## src/soc_bus_pkg.sv

```systemverilog
`default_nettype none

package soc_bus_pkg;

    // target of a data bus access
    typedef enum logic [1:0] {
        SLV_RAM  = 2'd0,
        SLV_GPIO = 2'd1,
        SLV_TICK = 2'd2,
        SLV_NONE = 2'd3
    } slave_e;

    typedef enum logic [1:0] {
        CONV_IDLE  = 2'd0,
        CONV_READ  = 2'd1,
        CONV_MERGE = 2'd2
    } conv_state_e;

    // master side request
    typedef struct packed {
        logic [31:0] addr;
        logic [3:0]  be;
        logic        rd;
        logic        wr;
        logic [31:0] wdata;
    } dbus_req_t;

    // peripheral register request, byte offset inside the window
    typedef struct packed {
        logic [7:0]  offset;
        logic [3:0]  be;
        logic        rd;
        logic        wr;
        logic [31:0] wdata;
    } slv_req_t;

    // full-word RAM request
    typedef struct packed {
        logic [23:0] word_addr;
        logic        rd;
        logic        wr;
        logic [31:0] wdata;
    } ram_req_t;

    // address map
    parameter logic [7:0]  RAM_REGION = 8'h00;
    parameter logic [31:0] GPIO_BASE  = 32'h1FD0_F000;
    parameter logic [31:0] TICK_BASE  = 32'h1FD0_E000;

    parameter logic [7:0]  GPIO_OUT_OFS = 8'h00;
    parameter logic [7:0]  GPIO_IN_OFS  = 8'h04;

    parameter logic [31:0] UNMAPPED_RDATA = 32'h0000_0000;

endpackage

`default_nettype wire

```

## src/bytes_conv.sv

```systemverilog
`timescale 1ns/100ps
`default_nettype none

module bytes_conv
    import soc_bus_pkg::*;
#(
    parameter int RAM_ADDR_W = 8
) (
    input  wire            clk,
    input  wire            arst_n_i,
    input  wire dbus_req_t req_i,
    input  wire [31:0]     ram_rdata_i,
    output ram_req_t       ram_req_o,
    output logic [31:0]    rdata_o,
    output logic           stall_o
);

    conv_state_e state_q;
    conv_state_e state_d;
    logic        full_word;
    logic [31:0] merged;

    assign full_word = (req_i.be == 4'hF);

    // enabled bytes of the master data over the old word
    always_comb begin
        for (int b = 0; b < 4; b++) begin
            merged[8*b +: 8] = req_i.be[b] ? req_i.wdata[8*b +: 8] : ram_rdata_i[8*b +: 8];
        end
    end

    always_comb begin
        state_d             = state_q;
        ram_req_o.word_addr = 24'(req_i.addr[RAM_ADDR_W+1:2]);
        ram_req_o.rd        = 1'b0;
        ram_req_o.wr        = 1'b0;
        ram_req_o.wdata     = req_i.wdata;
        stall_o             = 1'b0;
        unique case (state_q)
            CONV_IDLE: begin
                if (req_i.wr && full_word) begin
                    ram_req_o.wr = 1'b1;
                end else if (req_i.rd || req_i.wr) begin
                    // reads and partial writes both start with a word read
                    ram_req_o.rd = 1'b1;
                    stall_o      = 1'b1;
                    state_d      = req_i.wr ? CONV_MERGE : CONV_READ;
                end
            end
            CONV_MERGE: begin
                ram_req_o.wr    = 1'b1;
                ram_req_o.wdata = merged;
                stall_o         = 1'b1;
                state_d         = CONV_READ;
            end
            CONV_READ: begin
                // release cycle, read data is on ram_rdata_i
                state_d = CONV_IDLE;
            end
            default: begin
                state_d = CONV_IDLE;
            end
        endcase
    end

    always_ff @(posedge clk or negedge arst_n_i) begin
        if (!arst_n_i) begin
            state_q <= CONV_IDLE;
        end else begin
            state_q <= state_d;
        end
    end

    assign rdata_o = ram_rdata_i;

    // master must hold the access until the converter lets go
    req_stable_during_stall: assert property (
        @(posedge clk) disable iff (!arst_n_i)
        stall_o |=> $stable(req_i)
    ) else $error("bytes_conv: request changed while stalled");

endmodule

`default_nettype wire

```

## config.mk

```make
export PLATFORM = sky130hd
export DESIGN_NAME = bytes_conv
export DESIGN_NICKNAME = d
export VERILOG_FILES = /design/src/soc_bus_pkg.sv /design/src/bytes_conv.sv
export SDC_FILE = /design/constraint.sdc
export NUM_CORES = 1
export LEC_CHECK = 0
export ABC_AREA = 0
export BUFFER_PORTS_ARGS = -buffer_cell sky130_fd_sc_hd__buf_4
export CAP_MARGIN = 20
export CORE_AREA = 2 2 76 78
export CTS_BUF_LIST = sky130_fd_sc_hd__clkbuf_8 sky130_fd_sc_hd__clkbuf_16
export DETAILED_ROUTE_END_ITERATION = 8
export DIE_AREA = 0 0 78 80
export MAX_ROUTING_LAYER = met4
export PLACE_DENSITY = 0.65
export SYNTH_ARGS = -nofsm -noshare
export SYNTH_HDL_FRONTEND = slang
export SYNTH_SLANG_ARGS = --single-unit
```

## constraint.sdc

```tcl
create_clock -name clk -period 1.3 [get_ports clk]
set_input_delay 0.065 -clock clk [delete_from_list [all_inputs] [get_ports clk]]
set_output_delay 0.065 -clock clk [all_outputs]
set_load 0.01 [all_outputs]
```

======== Word-level counts from Yosys, hierarchy flattened ========
Index checks and enable logic that the tools add are counted.
cells by class
  muxes and demuxes ....................... 15
  reductions and logical operators ........ 4
  eq/ne operators ......................... 4
operators by type and width
  kind                                          number
  32-bit 2-to-1 mux                             1
  8-bit 2-to-1 mux                              4
  2-bit 2-to-1 mux                              3
  4-bit == test, second input constant          1
  1-bit 2-to-1 mux                              4
  2-bit inequality test, second input constant  2
  1-bit one-hot mux with 2 select lines         2
  2-bit one-hot mux with 2 select lines         1
  2-bit == test, second input constant          1
  2-bit logical NOT                             1
  2-bit AND reduction                           1
  1-bit logical AND                             1
  1-bit logical OR                              1
storage, ports and cells
  input port bits ......................... 104
  output and inout bits ................... 91
  logic and storage cells ................. 24
  register bits ........................... 2

======== Longest topological paths before layout ========
Gate-level depths: netlist of the first run.
  depth in word-level cells ............... 4
  gate-level depth with buffers ........... 3
  gate-level depth less buffers ........... 2

======== Worst setup path after synthesis of the first run ========
OpenSTA, ideal clock, no wires.
  path type ............................... register to output
  from .................................... register state_q[0]
  to ...................................... output port ram_req_o[0] (netlist name)
  slack ................................... -0.007 ns
  arrival time ............................ 1.242 ns
  buffers on the path ..................... 1
  stages on the path, launching flop included .. 4
  cell sequence ........................... dfrtp_1 > buf_6 > nor3b_4 > mux2_2
RTL lines
  what                    RTL line          text
  from (decl)             bytes_conv.sv:18  conv_state_e state_q;
  from (signal assigned)  bytes_conv.sv:70  state_q <= state_d;
  to (decl)               bytes_conv.sv:13  output ram_req_t ram_req_o,

==> results of run 1 <==
[what timing repair did]
item                                    CTS  global route
hold buffers                              1             0
setup buffers                             0             3
resized for setup                        68             6
endpoints found under the setup margin   36            36
hold endpoints to repair                  2             0
pin swaps                                 6             6
[power by group]
part	switching [µW]	internal [µW]
Clock	52.0	196
Combinational	351	648
Sequential	26.8	74.3
Total	430	918
[cell type report]
type / count / area [µm²]
clock buffer: 3 / 41.3
fill: 553 / 3200
inverter: 2 / 7.51
multi-input combinational: 63 / 717
sequential: 2 / 52.6
tap: 72 / 90.1
timing repair buffer: 148 / 1300
[kinds of logic (layout without fill, tap and decap cells)]
family	after synthesis	count (layout)	share of synthesized area
buffers and inverters	59	153	0.435
multiplexers	32	32	0.357
AND/OR/NAND/NOR	10	10	0.114
AO/OA/AOI/OAI	5	5	0.0397
flip-flops	2	2	0.0496
other	1	16	0.00372
[synthesized netlist by cell type]
cell       number
a21oi_1         1
a221oi_1        1
a311oi_1        2
and3_1          1
and3b_1         2
buf_4          56
buf_6           1
conb_1          1
dfrtp_1         2
inv_1           2
mux2_2         32
nand2b_1        1
nor2_1          1
nor3b_4         4
o2bb2ai_1       1
or2_2           1
[metrics by stage]
stage	setup TNS (ns)	area [µm²]	setup WS, ns	utilization
2_1_floorplan	0	1060	0.0113	-
3_3_place_gp	-4.50	1850	-0.175	0.343
3_5_place_dp	-4.51	1850	-0.168	0.343
4_1_cts	-10.38	2160	-0.320	0.399
5_1_grt	-11.16	2210	-0.352	0.408
6_report	-9.50	2210	-0.292	0.408
[cell usage in the layout (no fill, tap or decap)]
cell,instances
a311oi_1,1
buf_6,36
dfrtp_2,2
or2_4,1
nor2_1,1
nor3b_4,4
a21oi_1,1
mux2_4,32
buf_12,4
a311oi_2,1
conb_1,16
nand2b_1,1
inv_1,2
and3b_1,2
o2bb2ai_2,1
a221oi_2,1
dlygate4sd3_1,1
clkbuf_8,3
and3_1,1
buf_4,107
[layer usage]
layer	vias up	share of wire	track usage
met5	-	0	-
met4	0	0.023	0.0456
met3	11	0.12	0.0181
met2	101	0.52	0.188
met1	502	0.33	0.118
li1	522	-	-
[final timing paths]
path                            endpoint  slack, ns  cells past startpoint
min in group asynchronous     state_q[0]       0.18                      2
setup reg to reg              state_q[1]       0.10                      3
max in group asynchronous     state_q[1]       1.02                      2
setup / recovery           ram_req_o[23]      -0.29                      4
hold reg to reg               state_q[1]       0.70                      3
hold / removal                state_q[1]       0.09                      3
[worst max-delay path, delay by kind of cell (launching register included)]
family / cells / cell delay (ns)
multiplexers: 1 / 0.31
buffers and inverters: 2 / 0.29
AND/OR/NAND/NOR: 1 / 0.23
flip-flops: 1 / 0.48
==> summary.md, run 1 <==
| Metric | Value |
|---|---|
| Status | `finished, violations left` |
| Failing checks | `negative setup slack` |
| Synth area leader | `buf_4` |
| Die Span X | `78 µm` |
| Worst r2r src | `state_q[0]` |
| FP Rows | `27` |
| Pins Over Slew Limit | `0` |
| Core area | `between 5000 and 6000 µm²` |
| Final WL | `between 3000 and 4000 µm` |
| Dpl cells | `283` |
| Top cell type's share of synthesized area | `0.417` |
| WS Path Type | `flop to primary output` |
| Wirelength per Cell | `around 12 µm` |
| Worst setup SP type | `flop` |
| Number of global-route vias before repair | `between 1000 and 1500` |
| DRT Pass-1 Iters | `2` |
| TritonCTS Buffers | `3` |
| Post-Layout Cell Count | `290` |
| Synthesized area per cell | `9.25 µm²` |
| CP endpoint kind | `primary output` |
| Skew-Pair Late Insertion Delay | `approximately 0.21 ns` |
| # Max-Cap Violations | `0` |
| Unrepaired setup endpoints after global routing | `yes` |
| Share of cells above drive strength 1 | `0.881` |
| Post-Syn Area | `around 1000 µm²` |
| Clk_skew | `0.000924 ns` |
| TritonCTS clock tree | `done` |
| P_leak | `0.00116 µW` |
| CP max stage cell | `dfrtp_2` |
| Io pins | `195` |
| Arr. time, crit path | `roughly 1.5 ns` |
| Top Registers | `state_q x2` |
| Post-route ant nets | `0` |
| Unique masters post-synth | `16` |
| Required time of the critical path | `around 1.2 ns` |
| Input/output buffers | `about 140` |
| Final cycle utilization of the critical path | `1.22` |
| Diodes inserted | `0` |
| Largest register by flop count | `state_q` |
| Hold slack | `about 0.094 ns` |
| Max IR drop VDD | `about 0.00029 V` |
| Clock H-tree levels | `1` |
| Final setup margin | `-0.292 ns` |
| HPWL Detailed | `around 2900 µm` |
| Hold Path Class | `primary input to flop` |
| Dominant cells by area after synthesis | `buf_4 (42%), mux2_2 (36%), nor3b_4 (7.4%), dfrtp_1 (5.0%), a311oi_1 (1.7%)` |
| Final setup vio count | `35` |
| Final #Nets | `roughly 320` |
| Fmax | `628 MHz` |
| Crit path max fanout | `8` |
| Synthesis-to-layout area growth | `119%` |
| Routability cong. | `between 0.6 and 0.7` |
| Mapped Cells | `approximately 110` |
| Worst setup startpoint | `state_q[0]` |
| Pwr Total | `1350 µW` |
| Final Hold Fails | `0` |
| Max reg flops | `2` |
| Power Density | `~610 nW/µm²` |
| Clk buf depth | `2` |
| Root Buffer | `clkbuf_8` |
| Die H | `80 µm` |
| Grt total ovfl | `0` |
| DR DRC count | `0` |
| Die Footprint | `6240 µm²` |
| Detailed router's first-iteration violation count | `13` |
| Fin crit period | `~1.6 ns` |
| Routed via count | `approximately 1100` |
| GRT Total Usage | `0.106` |
| Flops & latches, synth | `2` |
| Worst Hold Launch | `req_i[32]` |
| Sequential share of the synthesized area | `0.0496` |
| Via-to-Cell Ratio | `3.92` |
| Synth warn | `0` |
| Critical Path Max Stage Delay | `around 0.48 ns` |
| Largest net degree at the start of global routing | `9` |
| First-pass GRT wire length | `5240 µm` |
| Initial cell density of the core | `0.187` |
| CTS Sinks | `2` |
| Clock transition at path regs | `~0.03 ns` |
| Initial antenna violation count | `0` |
| CP cell instances | `nor3b_4 > buf_12 > mux2_4 > buf_6` |
Note: power is estimated with default switching activity, not from simulation.
==> run 2: changes to the inputs <==
--- a/config.mk
+++ b/config.mk
@@ -8,12 +8,12 @@
 export ABC_AREA = 0
 export BUFFER_PORTS_ARGS = -buffer_cell sky130_fd_sc_hd__buf_4
 export CAP_MARGIN = 20
-export CORE_AREA = 2 2 76 78
+export CORE_AREA = 2 2 75 77
 export CTS_BUF_LIST = sky130_fd_sc_hd__clkbuf_8 sky130_fd_sc_hd__clkbuf_16
 export DETAILED_ROUTE_END_ITERATION = 8
-export DIE_AREA = 0 0 78 80
+export DIE_AREA = 0 0 77 79
 export MAX_ROUTING_LAYER = met4
-export PLACE_DENSITY = 0.65
+export PLACE_DENSITY = 0.64
 export SYNTH_ARGS = -nofsm -noshare
 export SYNTH_HDL_FRONTEND = slang
 export SYNTH_SLANG_ARGS = --single-unit
==> constraint.sdc (replaced) <==
create_clock -name clk -period 1.95 [get_ports clk]
set_input_delay 0.0975 -clock clk [delete_from_list [all_inputs] [get_ports clk]]
set_output_delay 0.0975 -clock clk [all_outputs]
set_load 0.01 [all_outputs]
==> run 2 against run 1 <==
Net effect: the flow now stops in detailed routing (5_2_route); synthesized area stayed put; synthesized cell count stayed put; global-route usage is 1.2 points lower.
==> summary.md, run 2 <==
| Metric | Value |
|---|---|
| Status | `aborted with a tool error` |
| Last stage reached | `detailed routing (5_2_route)` |
| Error | `[ERROR DRT-0255] Maze Route cannot find path of net req_i[42] in worker of routeBox ( 48300 0 ) ( 77000 48300 ).` |
| Most frequent cells after synthesis | `buf_4 (56), mux2_2 (32), nor3b_4 (4)` |
| Routability cong. | `around 0.76` |
| Die H | `about 79 µm` |
| Die Span X | `between 70 and 80 µm` |
| Synthesized area per cell | `around 9.3 µm²` |
| FP Rows | `27` |
| Clock H-tree levels | `1` |
| Initial antenna violation count | `0` |
| Initial cell density of the core | `0.189` |
| CTS Sinks | `2` |
| Unique masters post-synth | `16` |
| Grt total ovfl | `0` |
| Ys flop type | `dfrtp_1` |
| Mapped Cells | `around 110` |
| GRT Total Usage | `0.0947` |
| Top cell type's share of synthesized area | `0.417` |
| Root Buffer | `clkbuf_8` |
| Number of global-route vias before repair | `between 1000 and 1500` |
| WEP type | `output port` |
| Synth area leader | `buf_4` |
| Sequential share of the synthesized area | `0.0496` |
| Input/output buffers | `roughly 140` |
| HPWL Detailed | `between 2000 and 3000 µm` |
| Synth warn | `0` |
| EDFF count, synth | `0` |
| Post-Syn Area | `between 1000 and 1500 µm²` |
| First-pass GRT wire length | `4510 µm` |
| Worst EP post-GRT repair | `ram_req_o[16]` |
| Top-count cell post-synth | `buf_4` |
| Flops & latches, synth | `2` |
| Largest net degree at the start of global routing | `10` |
| Post-CTS sizing | `0` |
| Dominant cells by area after synthesis | `buf_4 (42%), mux2_2 (36%), nor3b_4 (7.4%), dfrtp_1 (5.0%), a311oi_1 (1.7%)` |
| Io pins | `between 150 and 200` |
| TritonCTS Buffers | `3` |
| Async set or reset register ratio after synthesis | `1.00` |
| Clk buf depth | `2` |
| Placement Setup Slack | `between 0.2 and 0.3 ns` |
-- run 2: cell counts after synthesis --
No cell type changed its count.
-- run 2: stage by stage --
stage	area, µm²	std cells	utilization	hold WS [ns]
floorplan	1060	124	-	-0.198
global placement	1770	278	0.331	-0.120
detailed placement	1770	278	0.331	-0.119
CTS	1820	282	0.341	0.143
global route	1870	286	0.351	0.144
-- run 2: metal layers --
metal / global-route usage
met1: 0.0921
met2: 0.174
met3: 0.0273
met4: 0.0464
met5: -
-- run 2: repair_timing --
action / CTS / global route
setup endpoints to repair: 0 / 24
setup buffers: 0 / 4
hold buffers: 1 / 0
endpoints found under the hold margin: 2 / 0
-- run 2: kinds of logic after synthesis --
group,after synthesis,synth area share
other,1,0.00372
flip-flops,2,0.0496
AND/OR/NAND/NOR,10,0.114
buffers and inverters,59,0.435
AO/OA/AOI/OAI,5,0.0397
multiplexers,32,0.357
==> run 3: changes to the inputs <==
--- a/config.mk
+++ b/config.mk
@@ -9,11 +9,9 @@
 export BUFFER_PORTS_ARGS = -buffer_cell sky130_fd_sc_hd__buf_4
 export CAP_MARGIN = 20
 export CORE_AREA = 2 2 75 77
-export CTS_BUF_LIST = sky130_fd_sc_hd__clkbuf_8 sky130_fd_sc_hd__clkbuf_16
 export DETAILED_ROUTE_END_ITERATION = 8
 export DIE_AREA = 0 0 77 79
-export MAX_ROUTING_LAYER = met4
-export PLACE_DENSITY = 0.64
+export PLACE_DENSITY_LB_ADDON = 0.15
 export SYNTH_ARGS = -nofsm -noshare
 export SYNTH_HDL_FRONTEND = slang
 export SYNTH_SLANG_ARGS = --single-unit
==> run 3 against run 2 <==
Net effect: the run now ends clean; global-route usage decreased by 0.30 points.
==> summary.md, run 3 (same netlist as run 1, synthesis figures left out) <==
| Metric | Value |
|---|---|
| Required time of the critical path | `approximately 1.9 ns` |
| Status | `completed` |
| Critical Path Max Stage Delay | `~0.54 ns` |
| Initial antenna violation count | `0` |
| Clk buf depth | `2` |
| Io pins | `about 200` |
| DRT Pass-1 Iters | `2` |
| TritonCTS clock tree | `done` |
| CP max stage cell | `dfrtp_1` |
| Largest register by flop count | `state_q` |
| DR DRC count | `0` |
| Footprint of the multi-input gates | `around 580 µm²` |
| Fin crit period | `1.76 ns` |
| # Max-Cap Violations | `0` |
| Pins Over Slew Limit | `0` |
| Top Registers | `state_q x2` |
| FILL cells | `585` |
| Clk_skew | `around 0.0027 ns` |
| Final #Nets | `320` |
| FP Rows | `27` |
| Clock H-tree levels | `1` |
| P_leak | `a little under 0.001 µW` |
| Unrepaired setup endpoints after global routing | `no` |
| Final setup vio count | `0` |
| Post-route ant nets | `0` |
| CP cell instances | `nor3b_4 > buf_12 > mux2_2 > buf_4` |
| Root Buffer | `clkbuf_8` |
| Post-Layout Inst Area | `~1900 µm²` |
| Most common library cell in the layout ignoring fill and taps | `buf_4` |
| Final Hold Fails | `0` |
| Skew-Pair Late Insertion Delay | `approximately 0.21 ns` |
| WS Path Type | `flop to primary output` |
| CP endpoint kind | `primary output` |
| HPWL Detailed | `2690 µm` |
| Detailed router's first-iteration violation count | `38` |
| Synthesis-to-layout area growth | `87.0%` |
| Fmax | `567 MHz` |
| Worst setup SP type | `flop` |
| Die Footprint | `around 6100 µm²` |
| Number of global-route vias before repair | `982` |
| Hold Path Class | `primary input to flop` |
| Die H | `a little under 80 µm` |
| Arr. time, crit path | `roughly 1.7 ns` |
| Core area | `5340 µm²` |
| Diodes inserted | `0` |
| Final cycle utilization of the critical path | `0.904` |
| CTS Sinks | `2` |
| Reg area | `around 50 µm²` |
| Initial cell density of the core | `0.189` |
| Routed via count | `between 1000 and 1500` |
| Max reg flops | `2` |
| First-pass GRT wire length | `approximately 4600 µm` |
| Routability cong. | `approximately 0.67` |
| TritonCTS Buffers | `3` |
| Worst path bufs/invs | `2` |
| Final setup TNS | `0 ns` |
| Top delay family on crit path | `flip-flops` |
| Power Density | `around 390 nW/µm²` |
| GRT Total Usage | `0.0917` |
| Die Span X | `slightly below 80 µm` |
| Via-to-Cell Ratio | `roughly 3.8` |
| Most frequent cells in the layout | `buf_4 (140), mux2_2 (32), conb_1 (16)` |
| Final WL | `about 3100 µm` |
| Grt total ovfl | `0` |
| Largest net degree at the start of global routing | `10` |
| Crit path max fanout | `9` |
| Input/output buffers | `around 140` |
| Max IR drop VDD | `0.000163 V` |
| Wirelength per Cell | `between 10 and 15 µm` |
| Clock transition at path regs | `0.03 ns` |
| Area after DPL | `approximately 1800 µm²` |
| Share of cells above drive strength 1 | `0.855` |
## run 3: power by group
group	internal, µW	total (µW)	switching, µW
Sequential	48.0	69.7	21.6
Combinational	322	512	190
Clock	130	162	31.2
## run 3: worst register-to-register path: cells and delay by family (launching register included)
| kind | cells | cell delay, ns |
|---|---|---|
| flops | 1 | 0.54 |
| simple gates | 1 | 0.39 |
| compound gates | 1 | 0.23 |
## run 3: per-stage QoR
stage                     utilization  power [µW]  hold WS (ns)  cells  setup slack, ns
after floorplan                     -         363        -0.198    124            0.610
after global placement          0.332         565        -0.118    279            0.232
after detailed placement        0.332         563        -0.119    279            0.251
after CTS                       0.342         735         0.126    283           0.0153
after global routing            0.353         796         0.150    286            0.110
final                           0.353         743         0.132    286            0.187
## run 3: final cells by class
class / count / share of cell area
timing repair buffer: 144 / 0.595
multi-input combinational: 63 / 0.305
tap: 72 / 0.0478
sequential: 2 / 0.0265
clock buffer: 3 / 0.0219
inverter: 2 / 0.00398
## run 3: what timing repair did
action / CTS / global route
hold buffers: 1 / 0
endpoints found under the hold margin: 2 / 0
setup buffers: 0 / 3
setup endpoints to repair: 0 / 24
gates resized for setup: 0 / 0
## run 3: layer usage
metal	vias up	track usage	part of all wire
met2	81	0.170	0.53
met5	-	0	0
met1	481	0.0997	0.35
met4	0	0.0232	0.0058
met3	4	0.0318	0.12
li1	514	-	-
## run 3: path summary, 6_finish.rpt
kind	start	endpoint	slack, ns	depth (start not counted)
min in group asynchronous	arst_n_i	state_q[0]	0.23	2
hold / removal	req_i[37]	state_q[1]	0.13	2
setup reg to reg	state_q[0]	state_q[1]	0.69	2
max in group asynchronous	arst_n_i	state_q[1]	1.63	2
hold reg to reg	state_q[1]	state_q[0]	0.67	2
setup / recovery	state_q[0]	ram_req_o[6]	0.19	4
