--- config.mk ---
export PLATFORM = sky130hd
export DESIGN_NAME = ticker
export DESIGN_NICKNAME = d
export VERILOG_FILES = /design/src/soc_bus_pkg.sv /design/src/ticker.sv
export SDC_FILE = /design/constraint.sdc
export NUM_CORES = 1
export LEC_CHECK = 0
export ABC_AREA = 1
export BUFFER_PORTS_ARGS = -buffer_cell sky130_fd_sc_hd__buf_2
export CORE_ASPECT_RATIO = 0.6
export CORE_UTILIZATION = 46
export CTS_CLUSTER_DIAMETER = 60
export DETAILED_ROUTE_END_ITERATION = 8
export GPL_TIMING_DRIVEN = 0
export PLACE_DENSITY = 0.77
export SLEW_MARGIN = 15
export SYNTH_ARGS = -nofsm -noshare
export SYNTH_HDL_FRONTEND = slang
export SYNTH_SLANG_ARGS = --single-unit
--- constraint.sdc ---
create_clock -name clk -period 1.38 [get_ports clk]
set_input_delay 0.138 -clock clk [delete_from_list [all_inputs] [get_ports clk]]
set_output_delay 0.138 -clock clk [all_outputs]
set_load 0.05 [all_outputs]
--- src/soc_bus_pkg.sv ---
`default_nettype none

package soc_bus_pkg;

    // target of a data bus access
    typedef enum logic [1:0] {
        SLV_RAM  = 2'd0,
        SLV_GPIO = 2'd1,
        SLV_TICK = 2'd2,
        SLV_NONE = 2'd3
    } slave_e;

    typedef enum logic [1:0] {
        CONV_IDLE  = 2'd0,
        CONV_READ  = 2'd1,
        CONV_MERGE = 2'd2
    } conv_state_e;

    // master side request
    typedef struct packed {
        logic [31:0] addr;
        logic [3:0]  be;
        logic        rd;
        logic        wr;
        logic [31:0] wdata;
    } dbus_req_t;

    // peripheral register request, byte offset inside the window
    typedef struct packed {
        logic [7:0]  offset;
        logic [3:0]  be;
        logic        rd;
        logic        wr;
        logic [31:0] wdata;
    } slv_req_t;

    // full-word RAM request
    typedef struct packed {
        logic [23:0] word_addr;
        logic        rd;
        logic        wr;
        logic [31:0] wdata;
    } ram_req_t;

    // address map
    parameter logic [7:0]  RAM_REGION = 8'h00;
    parameter logic [31:0] GPIO_BASE  = 32'h1FD0_F000;
    parameter logic [31:0] TICK_BASE  = 32'h1FD0_E000;

    parameter logic [7:0]  GPIO_OUT_OFS = 8'h00;
    parameter logic [7:0]  GPIO_IN_OFS  = 8'h04;

    parameter logic [31:0] UNMAPPED_RDATA = 32'h0000_0000;

endpackage

`default_nettype wire

--- src/ticker.sv ---
`timescale 1ns/100ps
`default_nettype none

module ticker
    import soc_bus_pkg::*;
(
    input  wire           clk,
    input  wire           arst_n_i,
    input  wire slv_req_t req_i,
    output logic [31:0]   rdata_o
);

    localparam logic [7:0] COUNT_OFS = 8'h00;

    logic [31:0] count_q;
    logic        load;

    assign load = req_i.wr && (req_i.offset == COUNT_OFS);

    // loaded value shows the cycle after the write, then counts on
    always_ff @(posedge clk or negedge arst_n_i) begin
        if (!arst_n_i) begin
            count_q <= '0;
        end else if (load) begin
            count_q <= req_i.wdata;
        end else begin
            count_q <= count_q + 32'd1;
        end
    end

    always_comb begin
        if (req_i.rd && (req_i.offset == COUNT_OFS)) begin
            rdata_o = count_q;
        end else begin
            rdata_o = '0;
        end
    end

endmodule

`default_nettype wire

== After elaboration in Yosys (flattened, before gate mapping) ==
Cells that the tools add are included.

* $add $sub $neg: 1
* Mux-type cells: 2
* Reduce and logical (&&, ||, !) cells: 3

{| class="wikitable"
|+ Operators by type and width
! operator !! count
|-
| two-way mux 32 bit || 2
|-
| adder 32 x 1 -> 32 bit, second input constant || 1
|-
| logical NOT 8 bit || 1
|-
| logical AND 1 bit || 2
|}

* Flip-flop bits (word level): 32
* Input port bits: 48
* Output and inout port bits: 32
* Word-level logic and storage cells: 7

== Depth between registers and ports, before layout ==
Gate-level depths: netlist of run 1.

* Word-level depth: 3
* Gate-level depth with buffers: 9
* Gate-level depth less buffers: 9

== Worst setup path after synthesis of run 1 ==
OpenSTA, ideal clock, no wires.

* Path kind: input to output
* Start: input req_i[45] in the netlist's numbering
* End: output rdata_o[10]
* Data arrival time: 1.366 ns
* Data required time: 1.242 ns
* Path slack: -0.124 ns
* Cell stages on the path: 6
* Path buffers: 1
* Path through: nor2_1 nand2_1 nor2_1 nand2_1 clkbuf_1 nor2_1

* Longest elaborated chain between the ends: 3

{| class="wikitable"
|+ RTL lines
! item !! line !! RTL
|-
| start, declared || ticker.sv:9 || <nowiki>input wire slv_req_t req_i,</nowiki>
|-
| logical NOT 8 bit || ticker.sv:32 || <nowiki>if (req_i.rd && (req_i.offset == COUNT_OFS)) begin</nowiki>
|-
| logical AND 1 bit || ticker.sv:32 ||
|-
| two-way mux 32 bit || ticker.sv:32 ||
|-
| end, declared || ticker.sv:10 || <nowiki>output logic [31:0] rdata_o</nowiki>
|}

No other way between the ends.

== Final worst setup path of run 1 ==
* Start: register count_q[1]
* End: register count_q[11]

* Longest elaborated chain between the ends: 2

{| class="wikitable"
|+ RTL lines
! item !! line !! RTL
|-
| start, declared || ticker.sv:15 || <nowiki>logic [31:0] count_q;</nowiki>
|-
| start signal, assigned || ticker.sv:25 || <nowiki>count_q <= req_i.wdata;</nowiki>
|-
| start signal, assigned || ticker.sv:27 || <nowiki>count_q <= count_q + 32'd1;</nowiki>
|-
| adder 32 x 1 -> 32 bit || ticker.sv:27 ||
|-
| two-way mux 32 bit || ticker.sv:24 || <nowiki>end else if (load) begin</nowiki>
|}

No other way between the ends.

==> results.rst, run 1 <==
.. list-table::
   :header-rows: 1

   * - Metric
     - Value
   * - CP Max Fanout
     - 5
   * - Layout overhead on the synthesized area
     - 37.7%
   * - DIE HEIGHT
     - 57.5 um
   * - Layout Utilization
     - 0.684
   * - Placement row count
     - 19
   * - Number of cells produced by synthesis
     - 373
   * - Cell-internal power
     - 1870 uW
   * - Worst path setup slack after routing
     - -0.0828 ns
   * - Library cell used as clock root buffer
     - clkbuf_8
   * - Delay-heaviest family, CP
     - simple AND/OR/NAND/NOR gates
   * - Cells traversed along the worst timing path
     - buf_4 > nand2_2 > nor2_8 > nand2_8 > nor2_4 > xor2_1 > nand2_1 > nand2_1
   * - Avg Cell Area, Syn
     - 6.34 um^2
   * - Initial antenna violation count
     - 0
   * - Clock network power share
     - 0.327
   * - DR WL/cell
     - 13.5 um
   * - Beginning of the worst hold path
     - req_i[29]
   * - Outcome
     - finished with violations
   * - CP Buf/Inv Count
     - 1
   * - Routed Wire Length
     - 7170 um
   * - Total I/O pin count
     - 80
   * - GRT Resource Usage Total
     - 0.274
   * - Cell types with the highest counts after synthesis
     - 137 x nand2_1, 71 x nor2_1, 42 x inv_1, 36 x nand3_1, 32 x dfrtp_1
   * - Buffer depth of the longest clock path
     - 2
   * - Inserted Clock Buffers
     - 5
   * - Achievable clock frequency
     - 684 MHz
   * - Largest incremental delay on the critical path
     - 0.41 ns
   * - Clock sink count
     - 32
   * - Category of the worst setup path capture point
     - flop
   * - Min Clock Period, post-route
     - 1.46 ns
   * - Area leader, netlist
     - dfrtp_1
   * - Max-slew violation count
     - 0
   * - Unrepaired setup endpoints after global routing
     - yes
   * - Hold Path Sink
     - count_q[29]$_DFF_PN0_
   * - Setup clock skew after layout
     - 0.00615 ns
   * - Slowest CP cell
     - dfrtp_1
   * - Placed wire-length estimate
     - 5220 um
   * - Combinational power share
     - 0.224
   * - Distinct cell type count of the synthesized netlist
     - 22
   * - Routability-driven placement congestion ratio
     - 0.941
   * - Number of failing setup endpoints in the final timing report
     - 20
   * - Power density cells
     - 850 nW/um^2
   * - Type of origin of the critical path
     - flop
   * - Final Instance Area
     - 3250 um^2
   * - Largest net degree at the start of global routing
     - 33
   * - Vias in the first global route
     - 2376
   * - Cell repeated most along the worst path
     - nand2_1
   * - Layout cell share with drive strength beyond 1
     - 0.310
   * - Violations in the final reports
     - setup timing
   * - TritonCTS clock tree
     - yes
   * - Worst-margin pin slew
     - 0.762 ns
   * - DRC errors left
     - 0
   * - Lkg Pwr
     - 0.00166 uW
   * - Largest cells by area after synthesis
     - dfrtp_1 34%, nand2_1 22%, nor2_1 11%, nand3_1 7.6%, inv_1 6.7%
   * - Worst slew margin relative to its limit
     - 0.492
   * - Count of synthesis-stage warnings from yosys
     - 0
   * - Post-synth top flop
     - dfrtp_1
   * - Fraction of synthesized cell area taken by the top area cell type
     - 0.339
   * - Netlist area before placement
     - 2360 um^2
   * - Sequential share of the synthesized area
     - 0.339
   * - Clock latency on the worst-skew pair
     - 0.29 ns
   * - Total number of vias
     - 2655
   * - Leftover overflow at the end of global routing
     - 0
   * - Effective utilization at floorplan
     - 0.497
   * - Part of the total power dissipated in sequential elements
     - 0.449
   * - Most instantiated library cell after synthesis
     - nand2_1
   * - Wire length of the first global-routing pass
     - 11200 um
   * - Largest registers
     - count_q: 32 flops
   * - Final clock period utilization by the worst path
     - 1.06
   * - Count of input and output buffers
     - 75
   * - Die outline area
     - 5440 um^2
   * - Number of flip-flops in the largest register
     - 32
   * - Detailed-route vias per instance
     - 5.00
   * - Start of the worst register-to-register path
     - count_q[1]$_DFF_PN0_
   * - Post-DP Area
     - 2820 um^2
   * - NetSw
     - 900 uW
   * - Register with the most flip-flops
     - count_q
   * - Path class of the lowest-slack min-delay path
     - in -> reg
   * - Data required, critical path
     - 1.60 ns
   * - Sw Ratio
     - 0.326
   * - Maxcap violations
     - 0
   * - Remaining antenna violation count
     - 0
   * - Syn nets
     - 422
   * - First-pass iteration count of the detailed router
     - 5
   * - Clock input transition at the sequential cells of the worst setup and hold paths
     - 0.07 ns
   * - Critical setup path kind
     - reg -> reg
   * - Worst R2R Path Depth
     - 8
   * - Peak supply drop
     - 0.000448 V
   * - H-tree depth reported by CTS
     - 2
   * - Register-to-register path setup slack
     - -0.08 ns
   * - Async SR Flop Fraction
     - 1.00
   * - Diode count
     - 0
   * - Critical path arrival
     - 1.68 ns
   * - Seq cells post-synth
     - 32
   * - Iter 0 DRT Violations
     - 184
   * - Worst r2r dst
     - count_q[11]$_DFF_PN0_
   * - Placeable core area
     - 4750 um^2
   * - Worst hold stages
     - 3
   * - Number of enable flip-flop cells after synthesis
     - 0
   * - Chip Width
     - 94.5 um
   * - Final Hold Vio Count
     - 0
   * - Final net count
     - 516
   * - Number of filler instances in the final layout
     - 410
[worst reg2reg max path: stages (launching register included)]
cell     delay [ns]
dfrtp_1        0.41
buf_4          0.14
nand2_2        0.08
nor2_8         0.21
nand2_8        0.10
nor2_4         0.13
xor2_1         0.19
nand2_1        0.07
nand2_1        0.06
[kinds of logic (layout without fill, tap and decap cells)]
kind of cell               Yosys count  in the layout  synth area share
AOI/OAI and AO/OA                   16             16            0.0355
xor gates and xnor gates             7              7            0.0259
adders and majority gates            1              1           0.00529
DFF                                 32             32             0.339
buffers and inverters               52            147            0.0895
and+or+nand+nor                    265            265             0.505
[power by group through the flow]
| stage | registers [uW] | clock network, uW | logic (uW) |
|---|---|---|---|
| detailed placement | 1240 | 0 | 523 |
| CTS | 1230 | 904 | 582 |
| floorplan | 1210 | 0 | 378 |
| global route | 1260 | 962 | 697 |
| finish | 1240 | 904 | 619 |
| global placement | 1240 | 0 | 499 |
[routing by layer]
| metal | vias to the layer above | track usage | wire length (um) |
|---|---|---|---|
| li1 | 1325 | - | - |
| met1 | 1205 | 0.425 | 3490 |
| met2 | 121 | 0.390 | 2990 |
| met3 | 4 | 0.0680 | 668 |
| met4 | 0 | 0.0411 | 23 |
| met5 | - | 0 | 0 |
[per-stage QoR]
stage	total power (uW)	std cells	hold slack (ns)	setup TNS, ns	setup WS [ns]
after global placement	1740	511	0.243	-3.71	-0.186
final	2770	531	0.0469	-0.917	-0.0828
after CTS	2720	528	0.0444	-0.338	-0.0585
after detailed placement	1770	511	0.251	-4.74	-0.187
after global routing	2920	531	0.0455	-2.45	-0.168
after floorplan	1580	373	-0.158	-3.72	-0.124
[area by class of cell]
cell class,count,area (um^2),share of cell area
clock inverter,2,35.0,0.0108
tap,63,78.8,0.0242
sequential,32,803,0.247
buffer,9,76.3,0.0235
inverter,43,161,0.0496
clock buffer,6,72.6,0.0223
timing repair buffer,87,576,0.177
multi-input combinational,289,1450,0.446
[cells in the final DEF, fill, tap and decap left out]
cell type	synthesis	routed
nand2_8	1	1
a31oi_1	3	3
clkinv_2	0	1
o21ai_0	13	10
nand3_2	0	6
clkbuf_8	0	5
nand2_2	5	4
buf_6	1	11
dfrtp_1	32	30
buf_8	0	1
inv_2	0	1
ha_4	0	1
clkinv_1	1	1
nor2_4	7	10
xnor2_1	1	1
nand3b_1	1	1
xor2_1	6	6
nor2_1	71	59
bufinv_16	0	1
nand2_4	2	4
buf_2	4	48
o21ai_1	0	3
clkbuf_1	3	1
nor2_8	3	3
nor2_2	2	11
nand3_1	36	30
nand2_1	137	136
dlygate4sd3_1	0	1
buf_4	1	35
inv_1	42	41
dfrtp_2	0	2
[worst max-delay path by stage]
stage,slack (ns),to,cells after the start,from
global route,-0.17,count_q[11]$_DFF_PN0_,8,count_q[1]$_DFF_PN0_
detailed placement,-0.19,rdata_o[11],8,req_i[45]
finish,-0.08,count_q[11]$_DFF_PN0_,8,count_q[1]$_DFF_PN0_
floorplan,-0.12,rdata_o[10],6,req_i[45]
global placement,-0.19,rdata_o[11],8,req_i[45]
CTS,-0.06,count_q[28]$_DFF_PN0_,8,count_q[1]$_DFF_PN0_
[timing repair]
action                                  4_1_cts  5_1_grt
buffers inserted                              8        3
pin swaps                                    13        7
endpoints found under the setup margin       43       54
endpoints found under the hold margin        32        0
hold buffers                                  1        0
resized for setup                            49       36
Power figures use the tool's default switching activity.
==> run 2, diff against run 1 <==
CORE_UTILIZATION = 40   (was 46)
PLACE_DENSITY = 0.68   (was 0.77)
SKIP_CTS_REPAIR_TIMING = 1   (was unset)
==> run 2 against run 1 <==
Compared with the run above:
- the flow still finishes with violations (setup timing)
- cell count is 3.0% higher
- critical path depth is the same
- total power down 4.6%
- setup slack got worse by 0.022 ns
- fmax is 1.5% lower
- clock skew fell by 0.0032 ns
- combinational power is 3.4% lower
- sequential share of layout area down 0.13 points
- global-route usage decreased by 4.2 points
- sequential power hardly changed
==> results.rst, run 2 (same netlist as run 1, synthesis figures left out) <==
.. list-table::
   :header-rows: 1

   * - Metric
     - Value
   * - Total I/O pin count
     - 80 (unchanged)
   * - Part of the total power dissipated in sequential elements
     - 0.471 (was 0.449)
   * - DIE HEIGHT
     - 61.5 um (was 57.5 um)
   * - Number of filler instances in the final layout
     - 565 (was 410)
   * - Data required, critical path
     - 1.55 ns (was 1.60 ns)
   * - Hold Path Sink
     - count_q[21]$_DFF_PN0_ (was count_q[29]$_DFF_PN0_)
   * - Total number of vias
     - 2603 (was 2655)
   * - GRT Resource Usage Total
     - 0.232 (was 0.274)
   * - Commonest non-fill, non-tap cells in the layout
     - 134 x nand2_1, 56 x nor2_1, 48 x buf_2 (was 136 x nand2_1, 59 x nor2_1, 48 x buf_2)
   * - Violations in the final reports
     - setup timing (unchanged)
   * - Iter 0 DRT Violations
     - 196 (was 184)
   * - Lkg Pwr
     - 0.00164 uW (was 0.00166 uW)
   * - Buffer depth of the longest clock path
     - 2 (unchanged)
   * - Inserted Clock Buffers
     - 5 (unchanged)
   * - Start of the worst register-to-register path
     - count_q[1]$_DFF_PN0_ (unchanged)
   * - Routability-driven placement congestion ratio
     - 0.882 (was 0.941)
   * - Post-DP Area
     - 2840 um^2 (was 2820 um^2)
   * - Storage element area
     - 801 um^2 (was 803 um^2)
   * - Setup clock skew after layout
     - 0.00298 ns (was 0.00615 ns)
   * - Worst slew margin relative to its limit
     - 0.508 (was 0.492)
   * - Library cell used as clock root buffer
     - clkbuf_8 (unchanged)
   * - Max-slew violation count
     - 0 (unchanged)
   * - Outcome
     - finished with violations (unchanged)
   * - Category of the worst setup path capture point
     - flop (unchanged)
   * - Layout overhead on the synthesized area
     - 38.0% (was 37.7%)
   * - Remaining antenna violation count
     - 0 (unchanged)
   * - Min Clock Period, post-route
     - 1.48 ns (was 1.46 ns)
   * - Critical setup path kind
     - reg -> reg (unchanged)
   * - Initial antenna violation count
     - 0 (unchanged)
   * - Combinational power share
     - 0.227 (was 0.224)
   * - CP Max Fanout
     - 5 (unchanged)
   * - Number of flip-flops in the largest register
     - 32 (unchanged)
   * - Layout cell share with drive strength beyond 1
     - 0.308 (was 0.310)
   * - Detailed-route vias per instance
     - 4.76 (was 5.00)
   * - Die outline area
     - 6230 um^2 (was 5440 um^2)
   * - Clock latency on the worst-skew pair
     - 0.28 ns (was 0.29 ns)
   * - Unrepaired setup endpoints after global routing
     - yes (unchanged)
   * - Wire length of the first global-routing pass
     - 10700 um (was 11200 um)
   * - Chip Width
     - 101 um (was 94.5 um)
   * - Achievable clock frequency
     - 674 MHz (was 684 MHz)
   * - Placeable core area
     - 5620 um^2 (was 4750 um^2)
   * - DRC errors left
     - 0 (unchanged)
   * - Clock input transition at the sequential cells of the worst setup and hold paths
     - 0.07 ns (about the same)
   * - Effective utilization at floorplan
     - 0.420 (was 0.497)
   * - Beginning of the worst hold path
     - req_i[21] (was req_i[29])
   * - Sw Ratio
     - 0.330 (was 0.326)
   * - Register with the most flip-flops
     - count_q (unchanged)
   * - H-tree depth reported by CTS
     - 2 (unchanged)
   * - Diode count
     - 0 (unchanged)
   * - Power density cells
     - 809 nW/um^2 (was 850 nW/um^2)
   * - Worst hold stages
     - 3 (unchanged)
   * - Largest net degree at the start of global routing
     - 33 (unchanged)
   * - Critical path arrival
     - 1.66 ns (was 1.68 ns)
   * - Largest registers
     - count_q: 32 flops (unchanged)
   * - DR WL/cell
     - 12.8 um (was 13.5 um)
   * - Vias in the first global route
     - 2117 (was 2376)
   * - Maxcap violations
     - 0 (unchanged)
   * - Placement row count
     - 21 (was 19)
   * - Combined area of the multi-input logic cells
     - 1440 um^2 (was 1450 um^2)
   * - Final Instance Area
     - 3260 um^2 (was 3250 um^2)
   * - First-pass iteration count of the detailed router
     - 5 (unchanged)
   * - Final clock period utilization by the worst path
     - 1.08 (was 1.06)
   * - Cell-internal power
     - 1770 uW (was 1870 uW)
   * - Startpoint of the most critical setup path
     - count_q[1]$_DFF_PN0_ (unchanged)
   * - Type of origin of the critical path
     - flop (unchanged)
   * - Placement-stage worst setup slack
     - -0.184 ns (was -0.187 ns)
   * - Path class of the lowest-slack min-delay path
     - in -> reg (unchanged)
   * - Count of input and output buffers
     - 75 (unchanged)
   * - NetSw
     - 871 uW (was 900 uW)
   * - Leftover overflow at the end of global routing
     - 0 (unchanged)
   * - Worst-margin pin slew
     - 0.737 ns (was 0.762 ns)
   * - Worst R2R Path Depth
     - 8 (unchanged)
   * - Number of failing setup endpoints in the final timing report
     - 23 (was 20)
   * - Clock network power share
     - 0.302 (was 0.327)
   * - Worst r2r dst
     - count_q[29]$_DFF_PN0_ (was count_q[11]$_DFF_PN0_)
   * - Peak supply drop
     - 0.000408 V (was 0.000448 V)
   * - Worst path setup slack after routing
     - -0.104 ns (was -0.0828 ns)
   * - Final Hold Vio Count
     - 0 (unchanged)
   * - Placed wire-length estimate
     - 5380 um (was 5220 um)
   * - Most common library cell in the layout ignoring fill and taps
     - nand2_1 (unchanged)
   * - Final net count
     - 516 (unchanged)
   * - Register-to-register path setup slack
     - -0.10 ns (was -0.08 ns)
   * - TritonCTS clock tree
     - yes (unchanged)
   * - Routed Wire Length
     - 7010 um (was 7170 um)
   * - Clock sink count
     - 32 (unchanged)
run 2: routing by layer:
| layer | share of wire | GRT usage | up-vias |
|---|---|---|---|
| li1 | - | - | 1328 |
| met1 | 0.53 | 0.377 | 1152 |
| met2 | 0.39 | 0.317 | 117 |
| met3 | 0.076 | 0.0454 | 6 |
| met4 | 0.0044 | 0.0311 | 0 |
| met5 | 0 | 0 | - |
run 2: how the worst max path moves through the flow:
stage,endpoint,slack (ns),cells past startpoint
after detailed placement,rdata_o[12],-0.18,8
after global routing,count_q[17]$_DFF_PN0_,-0.21,8
final,count_q[29]$_DFF_PN0_,-0.10,8
after floorplan,rdata_o[10],-0.12,6
after global placement,rdata_o[11],-0.16,8
after CTS,rdata_o[12],-0.19,8
run 2: per-stage QoR:
step	instances	util	total power, uW	hold slack [ns]	setup TNS (ns)
after floorplan	373	-	1580	-0.158	-3.72
after global placement	528	0.505	1740	0.248	-3.37
after detailed placement	528	0.505	1760	0.251	-4.60
after CTS	535	0.522	2560	-0.0554	-4.92
after global routing	547	0.580	2810	0.0534	-3.39
final	547	0.580	2640	0.0546	-1.28
run 2: final cells by class:
type / instances / share of cell area
plain buffers: 9 / 0.0222
clock buffers: 7 / 0.0295
inverters: 43 / 0.0495
multi-input cells: 289 / 0.440
flip-flops and latches: 32 / 0.245
well taps: 80 / 0.0307
repair buffers: 87 / 0.182
run 2: critical path, stage by stage, from the launching register on:
cell	delay [ns]
dfrtp_1	0.41
buf_4	0.14
nand2_2	0.08
nor2_8	0.19
nand2_4	0.08
nor2_4	0.21
nand3_1	0.11
nand3_1	0.10
nand2_1	0.05
run 2: power groups by stage:
| stage | combinational (uW) | sequential (uW) | clock, uW |
|---|---|---|---|
| 6_report | 598 | 1240 | 796 |
| 5_1_grt | 677 | 1270 | 864 |
| 4_1_cts | 521 | 1230 | 813 |
| 3_5_place_dp | 518 | 1240 | 0 |
| 3_3_place_gp | 503 | 1240 | 0 |
| 2_1_floorplan | 378 | 1210 | 0 |
==> run 3, diff against run 2 <==
SETUP_SLACK_MARGIN = 0.4   (was unset)
==> run 3 against run 2 <==
Compared with the run above:
- the run ends with hold timing, setup timing left
- register-to-register slack about the same
- critical path depth stayed put
- die area unchanged
- setup slack got worse by 0.014 ns
- sequential share of layout area decreased by 4.0 points
- critical endpoint is now count_q[10]$_DFF_PN0_
- utilization up 12 points
- largest power group unchanged
==> results.rst, run 3 (same netlist as run 1, synthesis figures left out) <==
.. list-table::
   :header-rows: 1

   * - Metric
     - Value
   * - Achievable clock frequency
     - 667 MHz (was 674 MHz)
   * - Initial antenna violation count
     - 0 (unchanged)
   * - Routability-driven placement congestion ratio
     - 0.945 (was 0.882)
   * - Placed wire-length estimate
     - 5560 um (was 5380 um)
   * - Number of flip-flops in the largest register
     - 32 (unchanged)
   * - Largest registers
     - count_q: 32 flops (unchanged)
   * - Storage element area
     - 806 um^2 (was 801 um^2)
   * - TritonCTS clock tree
     - yes (unchanged)
   * - Critical path arrival
     - 1.73 ns (was 1.66 ns)
   * - Peak supply drop
     - 0.000413 V (was 0.000408 V)
   * - Unrepaired setup endpoints after global routing
     - yes (unchanged)
   * - Largest net degree at the start of global routing
     - 33 (unchanged)
   * - CP Max Fanout
     - 5 (unchanged)
   * - Maxcap violations
     - 0 (unchanged)
   * - Setup clock skew after layout
     - 0.00651 ns (was 0.00298 ns)
   * - Diode count
     - 0 (unchanged)
   * - Count of input and output buffers
     - 75 (unchanged)
   * - Type of origin of the critical path
     - flop (unchanged)
   * - Die outline area
     - 6230 um^2 (unchanged)
   * - Post-layout power
     - 2750 uW (was 2640 uW)
   * - Outcome
     - finished with violations (unchanged)
   * - Inserted Clock Buffers
     - 5 (unchanged)
   * - GRT Resource Usage Total
     - 0.239 (was 0.232)
   * - Placeable core area
     - 5620 um^2 (unchanged)
   * - Routed Wire Length
     - 8210 um (was 7010 um)
   * - Remaining antenna violation count
     - 0 (unchanged)
   * - Lkg Pwr
     - 0.00181 uW (was 0.00164 uW)
   * - First-pass iteration count of the detailed router
     - 4 (was 5)
   * - DRC errors left
     - 0 (unchanged)
   * - Critical setup path kind
     - reg -> reg (unchanged)
   * - Layout cell share with drive strength beyond 1
     - 0.447 (was 0.308)
   * - Combined area of the multi-input logic cells
     - 1740 um^2 (was 1440 um^2)
   * - Commonest non-fill, non-tap cells in the layout
     - 128 x nand2_1, 45 x nor2_4, 41 x buf_2 (was 134 x nand2_1, 56 x nor2_1, 48 x buf_2)
   * - Sum of negative setup slack
     - -1.54 ns (was -1.28 ns)
   * - Number of failing setup endpoints in the final timing report
     - 26 (was 23)
   * - Layout Utilization
     - 0.699 (was 0.580)
   * - Final net count
     - 529 (was 516)
   * - Detailed-route vias per instance
     - 4.89 (was 4.76)
   * - Max-slew violation count
     - 0 (unchanged)
   * - Worst R2R Path Depth
     - 8 (unchanged)
   * - Register-to-register path setup slack
     - -0.12 ns (was -0.10 ns)
   * - Worst path setup slack after routing
     - -0.119 ns (was -0.104 ns)
   * - DR WL/cell
     - 14.6 um (was 12.8 um)
   * - Path class of the lowest-slack min-delay path
     - in -> async (was in -> reg)
   * - Leftover overflow at the end of global routing
     - 0 (unchanged)
   * - Total I/O pin count
     - 80 (unchanged)
   * - Layout overhead on the synthesized area
     - 66.3% (was 38.0%)
   * - Register with the most flip-flops
     - count_q (unchanged)
   * - Worst-margin pin slew
     - 0.769 ns (was 0.737 ns)
   * - Wire length of the first global-routing pass
     - 10800 um (was 10700 um)
   * - Cell total after placement
     - 528 (unchanged)
   * - Effective utilization at floorplan
     - 0.420 (unchanged)
   * - Most common library cell in the layout ignoring fill and taps
     - nand2_1 (unchanged)
   * - Min Clock Period, post-route
     - 1.50 ns (was 1.48 ns)
   * - Total number of vias
     - 2745 (was 2603)
   * - Category of the worst setup path capture point
     - flop (unchanged)
   * - Data required, critical path
     - 1.61 ns (was 1.55 ns)
   * - Worst slew margin relative to its limit
     - 0.487 (was 0.508)
   * - Vias in the first global route
     - 2104 (was 2117)
   * - Power density cells
     - 701 nW/um^2 (was 809 nW/um^2)
   * - Library cell used as clock root buffer
     - clkbuf_8 (unchanged)
   * - Final non-filler cell total
     - 561 (was 547)
   * - Placement-stage worst setup slack
     - -0.0995 ns (was -0.184 ns)
   * - H-tree depth reported by CTS
     - 2 (unchanged)
   * - Clock input transition at the sequential cells of the worst setup and hold paths
     - 0.07 ns (about the same)
   * - Clock sink count
     - 32 (unchanged)
   * - Final clock period utilization by the worst path
     - 1.09 (was 1.08)
   * - Final Hold Vio Count
     - 32 (was 0)
   * - Buffer depth of the longest clock path
     - 2 (unchanged)
   * - Chip Width
     - 101 um (unchanged)
   * - DIE HEIGHT
     - 61.5 um (unchanged)
   * - Number of filler instances in the final layout
     - 487 (was 565)
   * - Iter 0 DRT Violations
     - 246 (was 196)
   * - Placement row count
     - 21 (unchanged)
   * - Violations in the final reports
     - hold timing, setup timing (was setup timing)
   * - Final worst hold slack
     - -0.0831 ns (was 0.0546 ns)
   * - Clock latency on the worst-skew pair
     - 0.29 ns (was 0.28 ns)
run 3: cell type report:
type	count	share of cell area
Buffer	9	0.0296
Clock buffer	8	0.0229
Inverter	43	0.0420
Multi-Input combinational cell	289	0.443
Sequential cell	32	0.205
Tap cell	80	0.0255
Timing Repair Buffer	100	0.232
run 3: critical path: stages, from the launching register on:
cell	delay (ns)
dfrtp_1	0.38
ha_2	0.23
nand2_4	0.07
nor2_4	0.15
nand2_4	0.13
nor2_8	0.18
xor2_1	0.16
nand2_1	0.07
nand2_1	0.06
run 3: worst paths after layout:
path | start | end
min in group clk | req_i[26] | count_q[26]$_DFF_PN0_
worst max register to register | count_q[0]$_DFF_PN0_ | count_q[10]$_DFF_PN0_
worst min register to register | count_q[31]$_DFF_PN0_ | count_q[31]$_DFF_PN0_
max in group asynchronous | arst_n_i | count_q[2]$_DFF_PN0_
worst min-delay path | arst_n_i | count_q[21]$_DFF_PN0_
worst max-delay path | count_q[0]$_DFF_PN0_ | count_q[10]$_DFF_PN0_
run 3: per-stage QoR:
stage / area (um^2) / hold WS [ns]
finish: 3930 / -0.0831
global route: 3930 / -0.0379
CTS: 3260 / -0.0602
detailed placement: 3170 / 0.247
global placement: 3170 / 0.254
floorplan: 2700 / -0.158
run 3: power by group:
| part | internal [uW] | switching [uW] |
|---|---|---|
| clock | 407 | 373 |
| combinational | 266 | 447 |
| sequential | 1080 | 180 |
run 3: per-layer routing:
metal,up-vias,routed length [um],part of all wire,GRT usage
li1,1362,-,-,-
met2,116,3380,0.41,0.311
met5,-,0,0,0
met1,1259,4080,0.50,0.387
met4,0,64,0.0078,0.0621
met3,8,685,0.083,0.0454
